## src/hdl/ioBusPkg.sv

```systemverilog
package ioBusPkg;

  // ============================================================
  // Bus widths
  // ============================================================
  localparam int dataWidth = 32;
  localparam int addrWidth = 32;

  // Byte distance between neighbouring registers of one device
  localparam logic [addrWidth-1:0] regStride = 32'd4;

  // ============================================================
  // Memory map, one base word per device
  // ============================================================
  localparam logic [addrWidth-1:0] addrHex   = 32'hFFFFF000;
  localparam logic [addrWidth-1:0] addrLedr  = 32'hFFFFF020;
  localparam logic [addrWidth-1:0] addrKey   = 32'hFFFFF080;
  localparam logic [addrWidth-1:0] addrSw    = 32'hFFFFF090;
  localparam logic [addrWidth-1:0] addrTimer = 32'hFFFFF100;

  // Request presented to every device on each clock
  typedef struct packed {
    logic [addrWidth-1:0] addr;
    logic [dataWidth-1:0] wData;
    logic                 we;
  } busReq_t;

endpackage

```

## src/hdl/ioDevPkg.sv

```systemverilog
package ioDevPkg;

  // ============================================================
  // Control register layout, shared by keys, switches and timer
  // ============================================================
  localparam int ctlReadyBit   = 0;
  localparam int ctlOverrunBit = 1;
  localparam int ctlIntEnBit   = 4;

  typedef struct packed {
    logic intEn;
    logic overrun;
    logic ready;
  } ctlReg_t;

  // Pins are looked at once per this many clocks
  localparam int debounceTicks = 16;

  localparam int keyWidth  = 4;
  localparam int swWidth   = 10;
  localparam int ledrWidth = 10;
  localparam int hexDigits = 6;
  localparam int hexWidth  = 4 * hexDigits;

  typedef logic [keyWidth-1:0] keyBits_t;
  typedef logic [swWidth-1:0]  swBits_t;

  // ============================================================
  // Seven-segment display, segments are active low
  // ============================================================
  typedef logic [3:0] hexDigit_t;
  typedef logic [6:0] segCode_t;
  typedef segCode_t [hexDigits-1:0] hexSegs_t;

  localparam segCode_t [0:15] segTable = '{
    7'b1000000, 7'b1111001, 7'b0100100, 7'b0110000,
    7'b0011001, 7'b0010010, 7'b0000010, 7'b1111000,
    7'b0000000, 7'b0010000, 7'b0001000, 7'b0000011,
    7'b1000110, 7'b0100001, 7'b0000110, 7'b0001110
  };

  localparam logic [hexWidth-1:0] hexResetValue = 24'hFEDEAD;

  // Interrupt ids, lower id wins
  localparam logic [3:0] irqTimer = 4'd1;
  localparam logic [3:0] irqKey   = 4'd2;
  localparam logic [3:0] irqSw    = 4'd3;
  localparam logic [3:0] irqNone  = 4'd15;

  // Control register as seen on the bus
  function automatic logic [ioBusPkg::dataWidth-1:0] ctlWord(ctlReg_t ctl);
    logic [ioBusPkg::dataWidth-1:0] word;
    word = '0;
    word[ctlReadyBit]   = ctl.ready;
    word[ctlOverrunBit] = ctl.overrun;
    word[ctlIntEnBit]   = ctl.intEn;
    return word;
  endfunction

  // Bus write: zero in bit 0 or 1 clears that flag, bit 4 loads the enable
  function automatic ctlReg_t ctlWritten(ctlReg_t cur, logic [ioBusPkg::dataWidth-1:0] w);
    ctlReg_t upd;
    upd = cur;
    if (!w[ctlReadyBit])
      upd.ready = 1'b0;
    if (!w[ctlOverrunBit])
      upd.overrun = 1'b0;
    upd.intEn = w[ctlIntEnBit];
    return upd;
  endfunction

endpackage

```

## src/hdl/debouncedPort.sv

```systemverilog
module debouncedPort #(
  parameter type payload_t = ioDevPkg::keyBits_t,
  parameter logic [ioBusPkg::addrWidth-1:0] baseAddr = ioBusPkg::addrKey
) (
  input  logic                            clk,
  input  logic                            RESET,
  input  ioBusPkg::busReq_t               busReq,
  input  payload_t                        pins,
  output logic [ioBusPkg::dataWidth-1:0]  rData,
  output logic                            irq
);

  localparam int payloadWidth = $bits(payload_t);
  localparam int tickWidth = $clog2(ioDevPkg::debounceTicks);

  logic [tickWidth-1:0] tickCnt;
  logic                 tick;
  payload_t             sample;
  payload_t             lastSample;
  payload_t             dataReg;
  ioDevPkg::ctlReg_t    ctl;
  ioDevPkg::ctlReg_t    ctlNext;
  logic                 selData;
  logic                 selCtl;
  logic                 rdData;
  logic                 wrCtl;
  logic                 change;

  assign selData = (busReq.addr == baseAddr);
  assign selCtl  = (busReq.addr == baseAddr + ioBusPkg::regStride);
  assign rdData  = selData && !busReq.we;
  assign wrCtl   = selCtl && busReq.we;

  assign tick = (tickCnt == tickWidth'(ioDevPkg::debounceTicks - 1));

  // Two equal samples that differ from the held value count as a change
  assign change = tick && (sample == lastSample) && (sample != dataReg);

  // ============================================================
  // Control flags
  // ============================================================
  always_comb begin
    ctlNext = ctl;
    // Reading the data register acknowledges it
    if (rdData)
      ctlNext.ready = 1'b0;
    if (wrCtl)
      ctlNext = ioDevPkg::ctlWritten(ctlNext, busReq.wData);
    if (change) begin
      if (ctlNext.ready)
        ctlNext.overrun = 1'b1;
      else
        ctlNext.ready = 1'b1;
    end
  end

  always_ff @(posedge clk or posedge RESET) begin
    if (RESET) begin
      tickCnt    <= '0;
      sample     <= '0;
      lastSample <= '0;
      dataReg    <= '0;
      ctl        <= '0;
    end else begin
      tickCnt <= tick ? '0 : tickCnt + 1'b1;
      if (tick) begin
        sample     <= pins;
        lastSample <= sample;
      end
      if (change)
        dataReg <= sample;
      ctl <= ctlNext;
    end
  end

  always_comb begin
    if (selData)
      rData = {{(ioBusPkg::dataWidth - payloadWidth){1'b0}}, dataReg};
    else if (selCtl)
      rData = ioDevPkg::ctlWord(ctl);
    else
      rData = '0;
  end

  assign irq = ctl.ready && ctl.intEn;

endmodule

```

## src/hdl/intervalTimer.sv

```systemverilog
module intervalTimer #(
  parameter logic [ioBusPkg::addrWidth-1:0] baseAddr = ioBusPkg::addrTimer
) (
  input  logic                            clk,
  input  logic                            RESET,
  input  ioBusPkg::busReq_t               busReq,
  output logic [ioBusPkg::dataWidth-1:0]  rData,
  output logic                            irq
);

  logic [ioBusPkg::dataWidth-1:0] count;
  logic [ioBusPkg::dataWidth-1:0] limit;
  ioDevPkg::ctlReg_t              ctl;
  ioDevPkg::ctlReg_t              ctlNext;
  logic                           selCnt;
  logic                           selLim;
  logic                           selCtl;
  logic                           wrap;

  assign selCnt = (busReq.addr == baseAddr);
  assign selLim = (busReq.addr == baseAddr + ioBusPkg::regStride);
  assign selCtl = (busReq.addr == baseAddr + 2 * ioBusPkg::regStride);

  // A zero limit leaves the counter free running without events
  assign wrap = (limit != '0) && (count >= limit);

  // ============================================================
  // Control flags
  // ============================================================
  always_comb begin
    ctlNext = ctl;
    if (selCtl && busReq.we)
      ctlNext = ioDevPkg::ctlWritten(ctlNext, busReq.wData);
    if (wrap) begin
      if (ctlNext.ready)
        ctlNext.overrun = 1'b1;
      else
        ctlNext.ready = 1'b1;
    end
  end

  // ============================================================
  // Count and limit
  // ============================================================
  always_ff @(posedge clk or posedge RESET) begin
    if (RESET) begin
      count <= '0;
      limit <= '0;
      ctl   <= '0;
    end else begin
      // Bus loads take priority over the wrap and the increment
      if (busReq.we && selCnt) begin
        count <= busReq.wData;
      end else if (busReq.we && selLim) begin
        count <= '0;
      end else if (wrap) begin
        count <= '0;
      end else begin
        count <= count + 1'b1;
      end
      if (busReq.we && selLim)
        limit <= busReq.wData;
      ctl <= ctlNext;
    end
  end

  always_comb begin
    if (selCnt)
      rData = count;
    else if (selLim)
      rData = limit;
    else if (selCtl)
      rData = ioDevPkg::ctlWord(ctl);
    else
      rData = '0;
  end

  assign irq = ctl.ready && ctl.intEn;

endmodule

```

## src/hdl/displayPort.sv

```systemverilog
module displayPort (
  input  logic                              clk,
  input  logic                              RESET,
  input  ioBusPkg::busReq_t                 busReq,
  output logic [ioBusPkg::dataWidth-1:0]    rData,
  output logic [ioDevPkg::ledrWidth-1:0]    ledr,
  output ioDevPkg::hexSegs_t                hexSegs
);

  logic [ioDevPkg::ledrWidth-1:0]                    ledrReg;
  ioDevPkg::hexDigit_t [ioDevPkg::hexDigits-1:0]     hexReg;
  logic                                              selLedr;
  logic                                              selHex;

  assign selLedr = (busReq.addr == ioBusPkg::addrLedr);
  assign selHex  = (busReq.addr == ioBusPkg::addrHex);

  // ============================================================
  // Output registers
  // ============================================================
  always_ff @(posedge clk or posedge RESET) begin
    if (RESET) begin
      ledrReg <= '0;
      hexReg  <= ioDevPkg::hexResetValue;
    end else begin
      if (busReq.we && selLedr)
        ledrReg <= busReq.wData[ioDevPkg::ledrWidth-1:0];
      if (busReq.we && selHex)
        hexReg <= busReq.wData[ioDevPkg::hexWidth-1:0];
    end
  end

  always_comb begin
    if (selLedr)
      rData = {{(ioBusPkg::dataWidth - ioDevPkg::ledrWidth){1'b0}}, ledrReg};
    else if (selHex)
      rData = {{(ioBusPkg::dataWidth - ioDevPkg::hexWidth){1'b0}}, hexReg};
    else
      rData = '0;
  end

  assign ledr = ledrReg;

  // Digit 5 shows the top nibble, digit 0 the bottom one
  always_comb begin
    for (int i = 0; i < ioDevPkg::hexDigits; i++) begin
      hexSegs[i] = ioDevPkg::segTable[hexReg[i]];
    end
  end

endmodule

```

## src/hdl/ioSystem.sv

```systemverilog
module ioSystem (
  input  logic                              clk,
  input  logic                              RESET,
  input  ioBusPkg::busReq_t                 busReq,
  input  ioDevPkg::keyBits_t                key,
  input  ioDevPkg::swBits_t                 sw,
  output logic [ioBusPkg::dataWidth-1:0]    rData,
  output logic                              irq,
  output logic [3:0]                        irqId,
  output logic [ioDevPkg::ledrWidth-1:0]    ledr,
  output ioDevPkg::hexSegs_t                hexSegs
);

  logic [ioBusPkg::dataWidth-1:0] keyRData;
  logic [ioBusPkg::dataWidth-1:0] swRData;
  logic [ioBusPkg::dataWidth-1:0] timerRData;
  logic [ioBusPkg::dataWidth-1:0] dispRData;
  logic                           keyIrq;
  logic                           swIrq;
  logic                           timerIrq;

  // ============================================================
  // Devices
  // ============================================================
  debouncedPort #(
    .payload_t (ioDevPkg::keyBits_t),
    .baseAddr  (ioBusPkg::addrKey)
  ) keyPort (
    .clk    (clk),
    .RESET  (RESET),
    .busReq (busReq),
    .pins   (key),
    .rData  (keyRData),
    .irq    (keyIrq)
  );

  debouncedPort #(
    .payload_t (ioDevPkg::swBits_t),
    .baseAddr  (ioBusPkg::addrSw)
  ) swPort (
    .clk    (clk),
    .RESET  (RESET),
    .busReq (busReq),
    .pins   (sw),
    .rData  (swRData),
    .irq    (swIrq)
  );

  intervalTimer #(
    .baseAddr (ioBusPkg::addrTimer)
  ) timer (
    .clk    (clk),
    .RESET  (RESET),
    .busReq (busReq),
    .rData  (timerRData),
    .irq    (timerIrq)
  );

  displayPort display (
    .clk     (clk),
    .RESET   (RESET),
    .busReq  (busReq),
    .rData   (dispRData),
    .ledr    (ledr),
    .hexSegs (hexSegs)
  );

  // Unselected devices return zero, so OR is enough
  assign rData = keyRData | swRData | timerRData | dispRData;

  // ============================================================
  // Interrupt priority
  // ============================================================
  assign irq = timerIrq || keyIrq || swIrq;

  always_comb begin
    if (timerIrq)
      irqId = ioDevPkg::irqTimer;
    else if (keyIrq)
      irqId = ioDevPkg::irqKey;
    else if (swIrq)
      irqId = ioDevPkg::irqSw;
    else
      irqId = ioDevPkg::irqNone;
  end

endmodule

```

## config.mk

```make
export PLATFORM = sky130hd
export DESIGN_NAME = ioSystem
export DESIGN_NICKNAME = d
export VERILOG_FILES = /design/src/hdl/ioBusPkg.sv /design/src/hdl/ioDevPkg.sv /design/src/hdl/debouncedPort.sv /design/src/hdl/intervalTimer.sv /design/src/hdl/displayPort.sv /design/src/hdl/ioSystem.sv
export SDC_FILE = /design/constraint.sdc
export NUM_CORES = 1
export LEC_CHECK = 0
export BUFFER_PORTS_ARGS = -buffer_cell sky130_fd_sc_hd__buf_4
export CORE_ASPECT_RATIO = 0.7
export CORE_UTILIZATION = 35
export CTS_BUF_LIST = sky130_fd_sc_hd__clkbuf_2 sky130_fd_sc_hd__clkbuf_4 sky130_fd_sc_hd__clkbuf_8
export CTS_CLUSTER_DIAMETER = 120
export DETAILED_ROUTE_END_ITERATION = 8
export SLEW_MARGIN = 20
export SYNTH_ARGS = -nofsm -noshare
export SYNTH_HDL_FRONTEND = slang
export SYNTH_SLANG_ARGS = --single-unit
```

## constraint.sdc

```tcl
create_clock -name clk -period 7.35 [get_ports clk]
set_input_delay 1.1025 -clock clk [delete_from_list [all_inputs] [get_ports clk]]
set_output_delay 1.1025 -clock clk [all_outputs]
set_load 0.03 [all_outputs]
```

==> qor.yml, run 1 <==
grt:
  gr-total-overflow: 0
  grt_first_pass_wirelength_um: 44700
  grtUsageTotal: 0.199
  grt_pass1_vias: 7718
  grt_max_degree: 100
  antenna_found_initial: 0
cts:
  cts_tree: "built"
  ctsResizeCount: 0
  insertion_delay_ns: 0.47
  cts-htree-levels: 4
  cts.clk_slew.worst_paths_ns: 0.08
  clk_path_buf_depth: 2
  ctsHoldBuffers: 0
  post_cts_buffers: 0
  cts-root-buf: "clkbuf_8"
  cts_buffers: 17
  cts.sinks: 157
synth:
  ys_seq_area_frac: 0.395
  synth_edf_count: 0
  yosysWarnings: 0
  ys_types: 60
  async_reset_ff_frac: 1.00
  postSynthCellCount: 997
  ys_seq_elements: 157
  synth_area_um2: 10000
  yosysTopAreaCell: "dfrtp_1"
  syn_avg_cell_area_um2: 10.0
  syn_nets: 1149
  synth_flop_cell: "dfrtp_1"
  synth_top_area_frac: 0.348
  synth_area_leaders: "dfrtp_1 35%, mux2_2 9.7%, ha_1 8.9%"
outcome:
  outcome: "complete, no violations"
floorplanning:
  fp.dieH_um: 143
  pin_count: 170
  die-width_um: 204
  fp.coreArea_um2: 27900
  die_area_um2: 29300
  fp-row-count: 51
  start_util: 0.358
timing:
  period_minus_slack_ns: 5.32
  fmax_mhz: 188
  skew_ns: 0.0172
  fin_crit_sh: 0.724
  final.setup.tns_ns: 0
  report.final.slew_viol_count: 0
  maxSlewHeadroom: 0.365
  worstMarginPinSlew_ns: 0.946
  rsz0062_at_grt: "no"
  finalSetupViolCount: 0
  hold_viol_final: 0
setup_path:
  crit_fanout: 21
  slowest_delay_ns: 0.91
  critPathKind: "in2out"
  arrival_ns: 4.22
  cp_cell_sequence: "buf_4 > or4b_1 > or4_1 > nor4_4 > buf_4 > a222oi_1 > inv_1 > buf_4"
  cpMostUsedCell: "buf_4"
  cpMaxStageDelayCell: "nor4_4"
  cp.required_ns: 6.25
  cp-end-kind: "primary output"
  r2r_setup_slack_ns: 4.27
  critPathLaunchType: "primary input"
layout:
  final_common_cell: "buf_4"
  drive_gt1_frac: 0.302
  regArea_um2: 3950
  multi_input_area_um2: 5590
  n_fill_cell: 2743
  area_growth_pct: 19.9
  final_nets: 1303
  diodes: 0
  final_cell_mix: "178 x buf_4, 139 x dfrtp_1, 114 x nand2_1"
placed_design:
  hpwlAfterDp_um: 21100
  portBuffers: 169
  gp_congestion: 0.861
drt:
  first_iter_violations: 662
  vias: 8092
  dr.pass1.iters: 6
  drc_errors: 0
  drt-total-wl_um: 28200
  viasPerCell: 5.27
  drt-wirelength-per-cell_um: 18.4
  drtAntennaViolNets: 0
power_and_ir_drop:
  leakage_nw: 5.49
  ir_drop_uv: 113
  total_power_mw: 1.60
  power-per-cell-area_nw_per_um2: 134
run:
  cap_violations: 0
hold_path:
  hp-class: "reg2reg"
==> kinds of logic (layout without fill, tap and decap cells) <==
logic type | count (synthesis) | count (layout) | share of synthesized area
and+or+nand+nor | 287 | 287 | 0.152
muxes | 127 | 127 | 0.149
buffers and inverters | 113 | 280 | 0.0467
xor gates and xnor gates | 60 | 60 | 0.0526
adders and majority gates | 71 | 71 | 0.0889
AOI/OAI and AO/OA | 182 | 182 | 0.116
DFF | 157 | 157 | 0.395
==> layer usage <==
metal	up-vias	GRT usage	routed length, um
met5	-	0	0
met4	0	0.0452	341
met3	21	0.0601	2090
met2	241	0.266	10900
met1	3941	0.306	14900
li1	3889	-	-
==> layout make-up <==
cell class	count	share of cell area
flip-flops and latches	157	0.330
multi-input cells	727	0.467
well taps	371	0.0387
clock buffers	22	0.0232
inverters	70	0.0223
repair buffers	178	0.112
clock inverters	10	0.00773
==> synth_stat cells, drive strengths merged, types with 11 or more instances <==
master / instances
dfrtp: 139
nand2: 115
mux2: 112
o21ai: 75
ha: 71
inv: 70
a21oi: 44
nor2: 35
nand3: 34
xnor2: 30
xor2: 30
clkbuf: 26
a222oi: 23
nand4: 22
nor4: 20
dfstp: 18
buf: 17
mux2i: 15
nand2b: 11
==> power by group <==
group	switching, mW	internal (mW)	leakage, nW
combinational	0.0465	0.0448	3.29
sequential	0.0119	0.873	2.02
clock	0.336	0.291	0.183
==> worst paths after layout <==
| path | depth (start not counted) | endpoint | startpoint |
|---|---|---|---|
| setup / recovery | 8 | rData[23] | busReq[42] |
| min in group asynchronous | 2 | swPort.sample[6]$_DFFE_PP0N_ | RESET |
| max in group asynchronous | 3 | timer.limit[12]$_DFFE_PP0P_ | RESET |
| setup reg to reg | 7 | timer.count[9]$_DFF_PP0_ | timer.limit[28]$_DFFE_PP0P_ |
| hold reg to reg | 1 | swPort.tickCnt[0]$_DFF_PP0_ | swPort.tickCnt[0]$_DFF_PP0_ |
| hold / removal | 1 | swPort.tickCnt[0]$_DFF_PP0_ | swPort.tickCnt[0]$_DFF_PP0_ |
==> flip-flops by register name, summed over array words and instances (netlist names), 4 cells and up <==
signal              count
timer.count            32
timer.limit            32
display.hexReg         24
display.ledr           10
swPort.dataReg         10
swPort.lastSample      10
swPort.sample          10
keyPort.dataReg         4
keyPort.lastSample      4
keyPort.sample          4
keyPort.tickCnt         4
swPort.tickCnt          4
==> per-stage QoR <==
stage | instances | instance area, um^2 | utilization | hold WS, ns | setup WS, ns
after global routing | 1535 | 12000 | 0.429 | 0.504 | 1.89
after floorplan | 997 | 10000 | - | 0.449 | 2.04
after CTS | 1535 | 12000 | 0.429 | 0.487 | 1.72
final | 1535 | 12000 | 0.429 | 0.484 | 2.03
after global placement | 1503 | 11600 | 0.415 | 0.471 | 1.83
after detailed placement | 1503 | 11600 | 0.415 | 0.472 | 1.73
==> worst max-delay path, delay by kind of cell <==
family                 cells  cell delay, ns
buffers and inverters      4            0.79
and+or+nand+nor            3            2.14
AOI/OAI and AO/OA          1            0.16
Note: power is estimated with default switching activity, not from simulation.
==> run 2: changes to the inputs <==
Clock period 7.35 ns to 4.3 ns, I/O delays scaled along.
==> run 2 against run 1 <==
  * Highest routed layer unchanged
  * Core utilization rose by 0.63 points
  * Critical path depth rose by 1
  * Routed wire length fell by 4.1%
  * Die area did not move
  * Sequential share of layout area fell by 0.48 points
  * Combinational power rose by 73%
  * Flip-flop and latch count did not move
  * Clock power rose by 91%
  * Register-to-register slack got worse by 2.7 ns
  * Largest cell class unchanged
==> qor.yml, run 2 (same netlist as run 1, synthesis figures left out) <==
outcome:
  outcome: "complete, no violations"
setup_path:
  critPathLaunchType: "primary input"
  cp.required_ns: 3.65  # -2.60 ns
  crit_end: "rData[6]"
  critPathKind: "in2out"
  crit_cells: 9  # +1
  crit_family: "simple AND/OR/NAND/NOR gates"
  crit_fanout: 6  # -71%
  critPathBufInv: 3  # -1
  timing.critical_path.from: "busReq[42]"
  cp-end-kind: "primary output"
  slowest_delay_ns: 0.71  # -0.20 ns
  r2r_cells: 6  # -1
  r2r_setup_slack_ns: 1.56  # -2.71 ns
  r2r-end: "swPort.dataReg[0]$_DFFE_PP0P_"
  r2r_start: "swPort.tickCnt[0]$_DFF_PP0_"
  cpMostUsedCell: "buf_4"
  cpMaxStageDelayCell: "or4_1"
  arrival_ns: 3.43  # -0.79 ns
  cp_cell_sequence: "buf_4 > or4b_1 > or4_1 > nor4_2 > and4b_1 > buf_4 > nand2_1 > nand3_1 > buf_4"
floorplanning:
  fp.dieH_um: 143  # unchanged
  die-width_um: 204  # unchanged
  pin_count: 170  # unchanged
  die_area_um2: 29300  # unchanged
  fp-row-count: 51  # unchanged
  fp.coreArea_um2: 27900  # unchanged
  start_util: 0.358  # unchanged
timing:
  hold_viol_final: 0  # unchanged
  period_minus_slack_ns: 4.07
  fmax_mhz: 246
  maxSlewHeadroom: 0.527  # +0.162
  final.setup.tns_ns: 0  # unchanged
  fin_crit_sh: 0.947
  worstMarginPinSlew_ns: 0.704  # -0.242 ns
  rsz0062_at_grt: "no"
  report.final.slew_viol_count: 0  # unchanged
  finalSetupViolCount: 0  # unchanged
  holdWs_ns: 0.207  # -0.276 ns
  skew_ns: 0.0121  # -0.00503 ns
layout:
  fin_cells: 1542  # +0.46%
  regArea_um2: 3950  # unchanged
  diodes: 0  # unchanged
  multi_input_area_um2: 5600  # +0.13%
  final_common_cell: "buf_4"
  area_growth_pct: 21.6
  post-route-util: 0.435  # +0.00627
  final_cell_mix: "180 x buf_4, 139 x dfrtp_1, 114 x nand2_1"
  reg_top3: "timer.count (32), timer.limit (32), display.hexReg (24)"
  final_nets: 1310  # +0.54%
  drive_gt1_frac: 0.305  # +0.00332
  n_fill_cell: 2729  # -0.51%
cts:
  cts.sinks: 157  # unchanged
  clk_path_buf_depth: 2  # unchanged
  post_cts_buffers: 0  # unchanged
  ctsResizeCount: 0  # unchanged
  cts-root-buf: "clkbuf_8"
  ctsHoldBuffers: 0  # unchanged
  cts.clk_slew.worst_paths_ns: 0.09  # about the same
  cts_buffers: 17  # unchanged
  cts_tree: "built"
  insertion_delay_ns: 0.47  # about the same
  cts-htree-levels: 4  # unchanged
grt:
  grtUsageTotal: 0.192  # -0.00723
  grt_pass1_vias: 7649  # -0.89%
  grt_max_degree: 52  # -48%
  gr-total-overflow: 0  # unchanged
  antenna_found_initial: 0  # unchanged
  grt_first_pass_wirelength_um: 43300  # -3.2%
run:
  cap_violations: 0  # unchanged
drt:
  drt-wirelength-per-cell_um: 17.5  # -4.6%
  dr.pass1.iters: 8  # +2
  drt-total-wl_um: 27000  # -4.1%
  vias: 8021  # -0.88%
  viasPerCell: 5.20  # -1.3%
  drc_errors: 0  # unchanged
  first_iter_violations: 737  # +11%
  drtAntennaViolNets: 0  # unchanged
power_and_ir_drop:
  ir_drop_uv: 184  # +63%
  power-per-cell-area_nw_per_um2: 236  # +76%
  leakage_nw: 5.57  # +1.4%
  total_power_mw: 2.87  # +79%
placed_design:
  hpwlAfterDp_um: 20600  # -2.3%
  gp_congestion: 0.847  # -1.6%
  portBuffers: 169  # unchanged
  placed_cells_incl_taps: 1510  # +0.47%
hold_path:
  hp-class: "in2async"
[run 2: cell types whose count changed in the layout (fill, tap and decap cells not counted), moves of 2 or more]
| cell | before | now |
|---|---|---|
| clkbuf_4 | 4 | 1 |
| clkinv_2 | 3 | 1 |
| buf_4 | 178 | 180 |
| inv_6 | 2 | 4 |
| buf_12 | 0 | 5 |
| clkinv_4 | 1 | 3 |
| bufinv_16 | 1 | 3 |
[run 2: layout make-up]
type | instances | share of cell area
Multi-Input combinational cell | 727 | 0.461
Timing Repair Buffer | 185 | 0.119
Clock buffer | 18 | 0.0199
Sequential cell | 157 | 0.325
Clock inverter | 14 | 0.0150
Tap cell | 371 | 0.0382
Inverter | 70 | 0.0219
[run 2: worst reg2reg max path, stage by stage (launching register included)]
cell	delay, ns
dfrtp_1	0.40
ha_1	0.25
nand3_1	0.09
buf_4	0.23
or4_1	0.58
nor4_4	0.67
mux2_2	0.41
[run 2: how the worst min path moves through the flow]
stage	from	end	slack [ns]	cells past startpoint
3_5_place_dp	swPort.tickCnt[0]$_DFF_PP0_	swPort.tickCnt[0]$_DFF_PP0_	0.48	1
5_1_grt	RESET	timer.limit[0]$_DFFE_PP0P_	0.19	2
3_3_place_gp	keyPort.tickCnt[0]$_DFF_PP0_	keyPort.tickCnt[0]$_DFF_PP0_	0.47	1
2_1_floorplan	keyPort.tickCnt[0]$_DFF_PP0_	keyPort.tickCnt[0]$_DFF_PP0_	0.45	1
4_1_cts	RESET	timer.limit[0]$_DFFE_PP0P_	0.18	2
6_report	RESET	timer.count[4]$_DFF_PP0_	0.21	2
[run 2: metrics by stage]
stage               setup WS, ns  cell area (um^2)
finish                     0.229             12200
global route              0.0832             12200
CTS                        0.231             12200
detailed placement         0.245             11700
global placement           0.352             11700
floorplan                  0.566             10000
[run 2: power breakdown]
part / internal, mW / switching, mW
clock network: 0.593 / 0.605
registers: 1.49 / 0.0208
logic: 0.0802 / 0.0778
[run 2: per-layer routing]
metal / GRT usage / wire, um / share of wire / vias to the layer above
met4: 0.0444 / 158 / 0.0058 / 0
met3: 0.0458 / 1730 / 0.064 / 13
met2: 0.259 / 10700 / 0.40 / 207
met5: 0 / 0 / 0 / -
li1: - / - / - / 3912
met1: 0.300 / 14400 / 0.53 / 3889
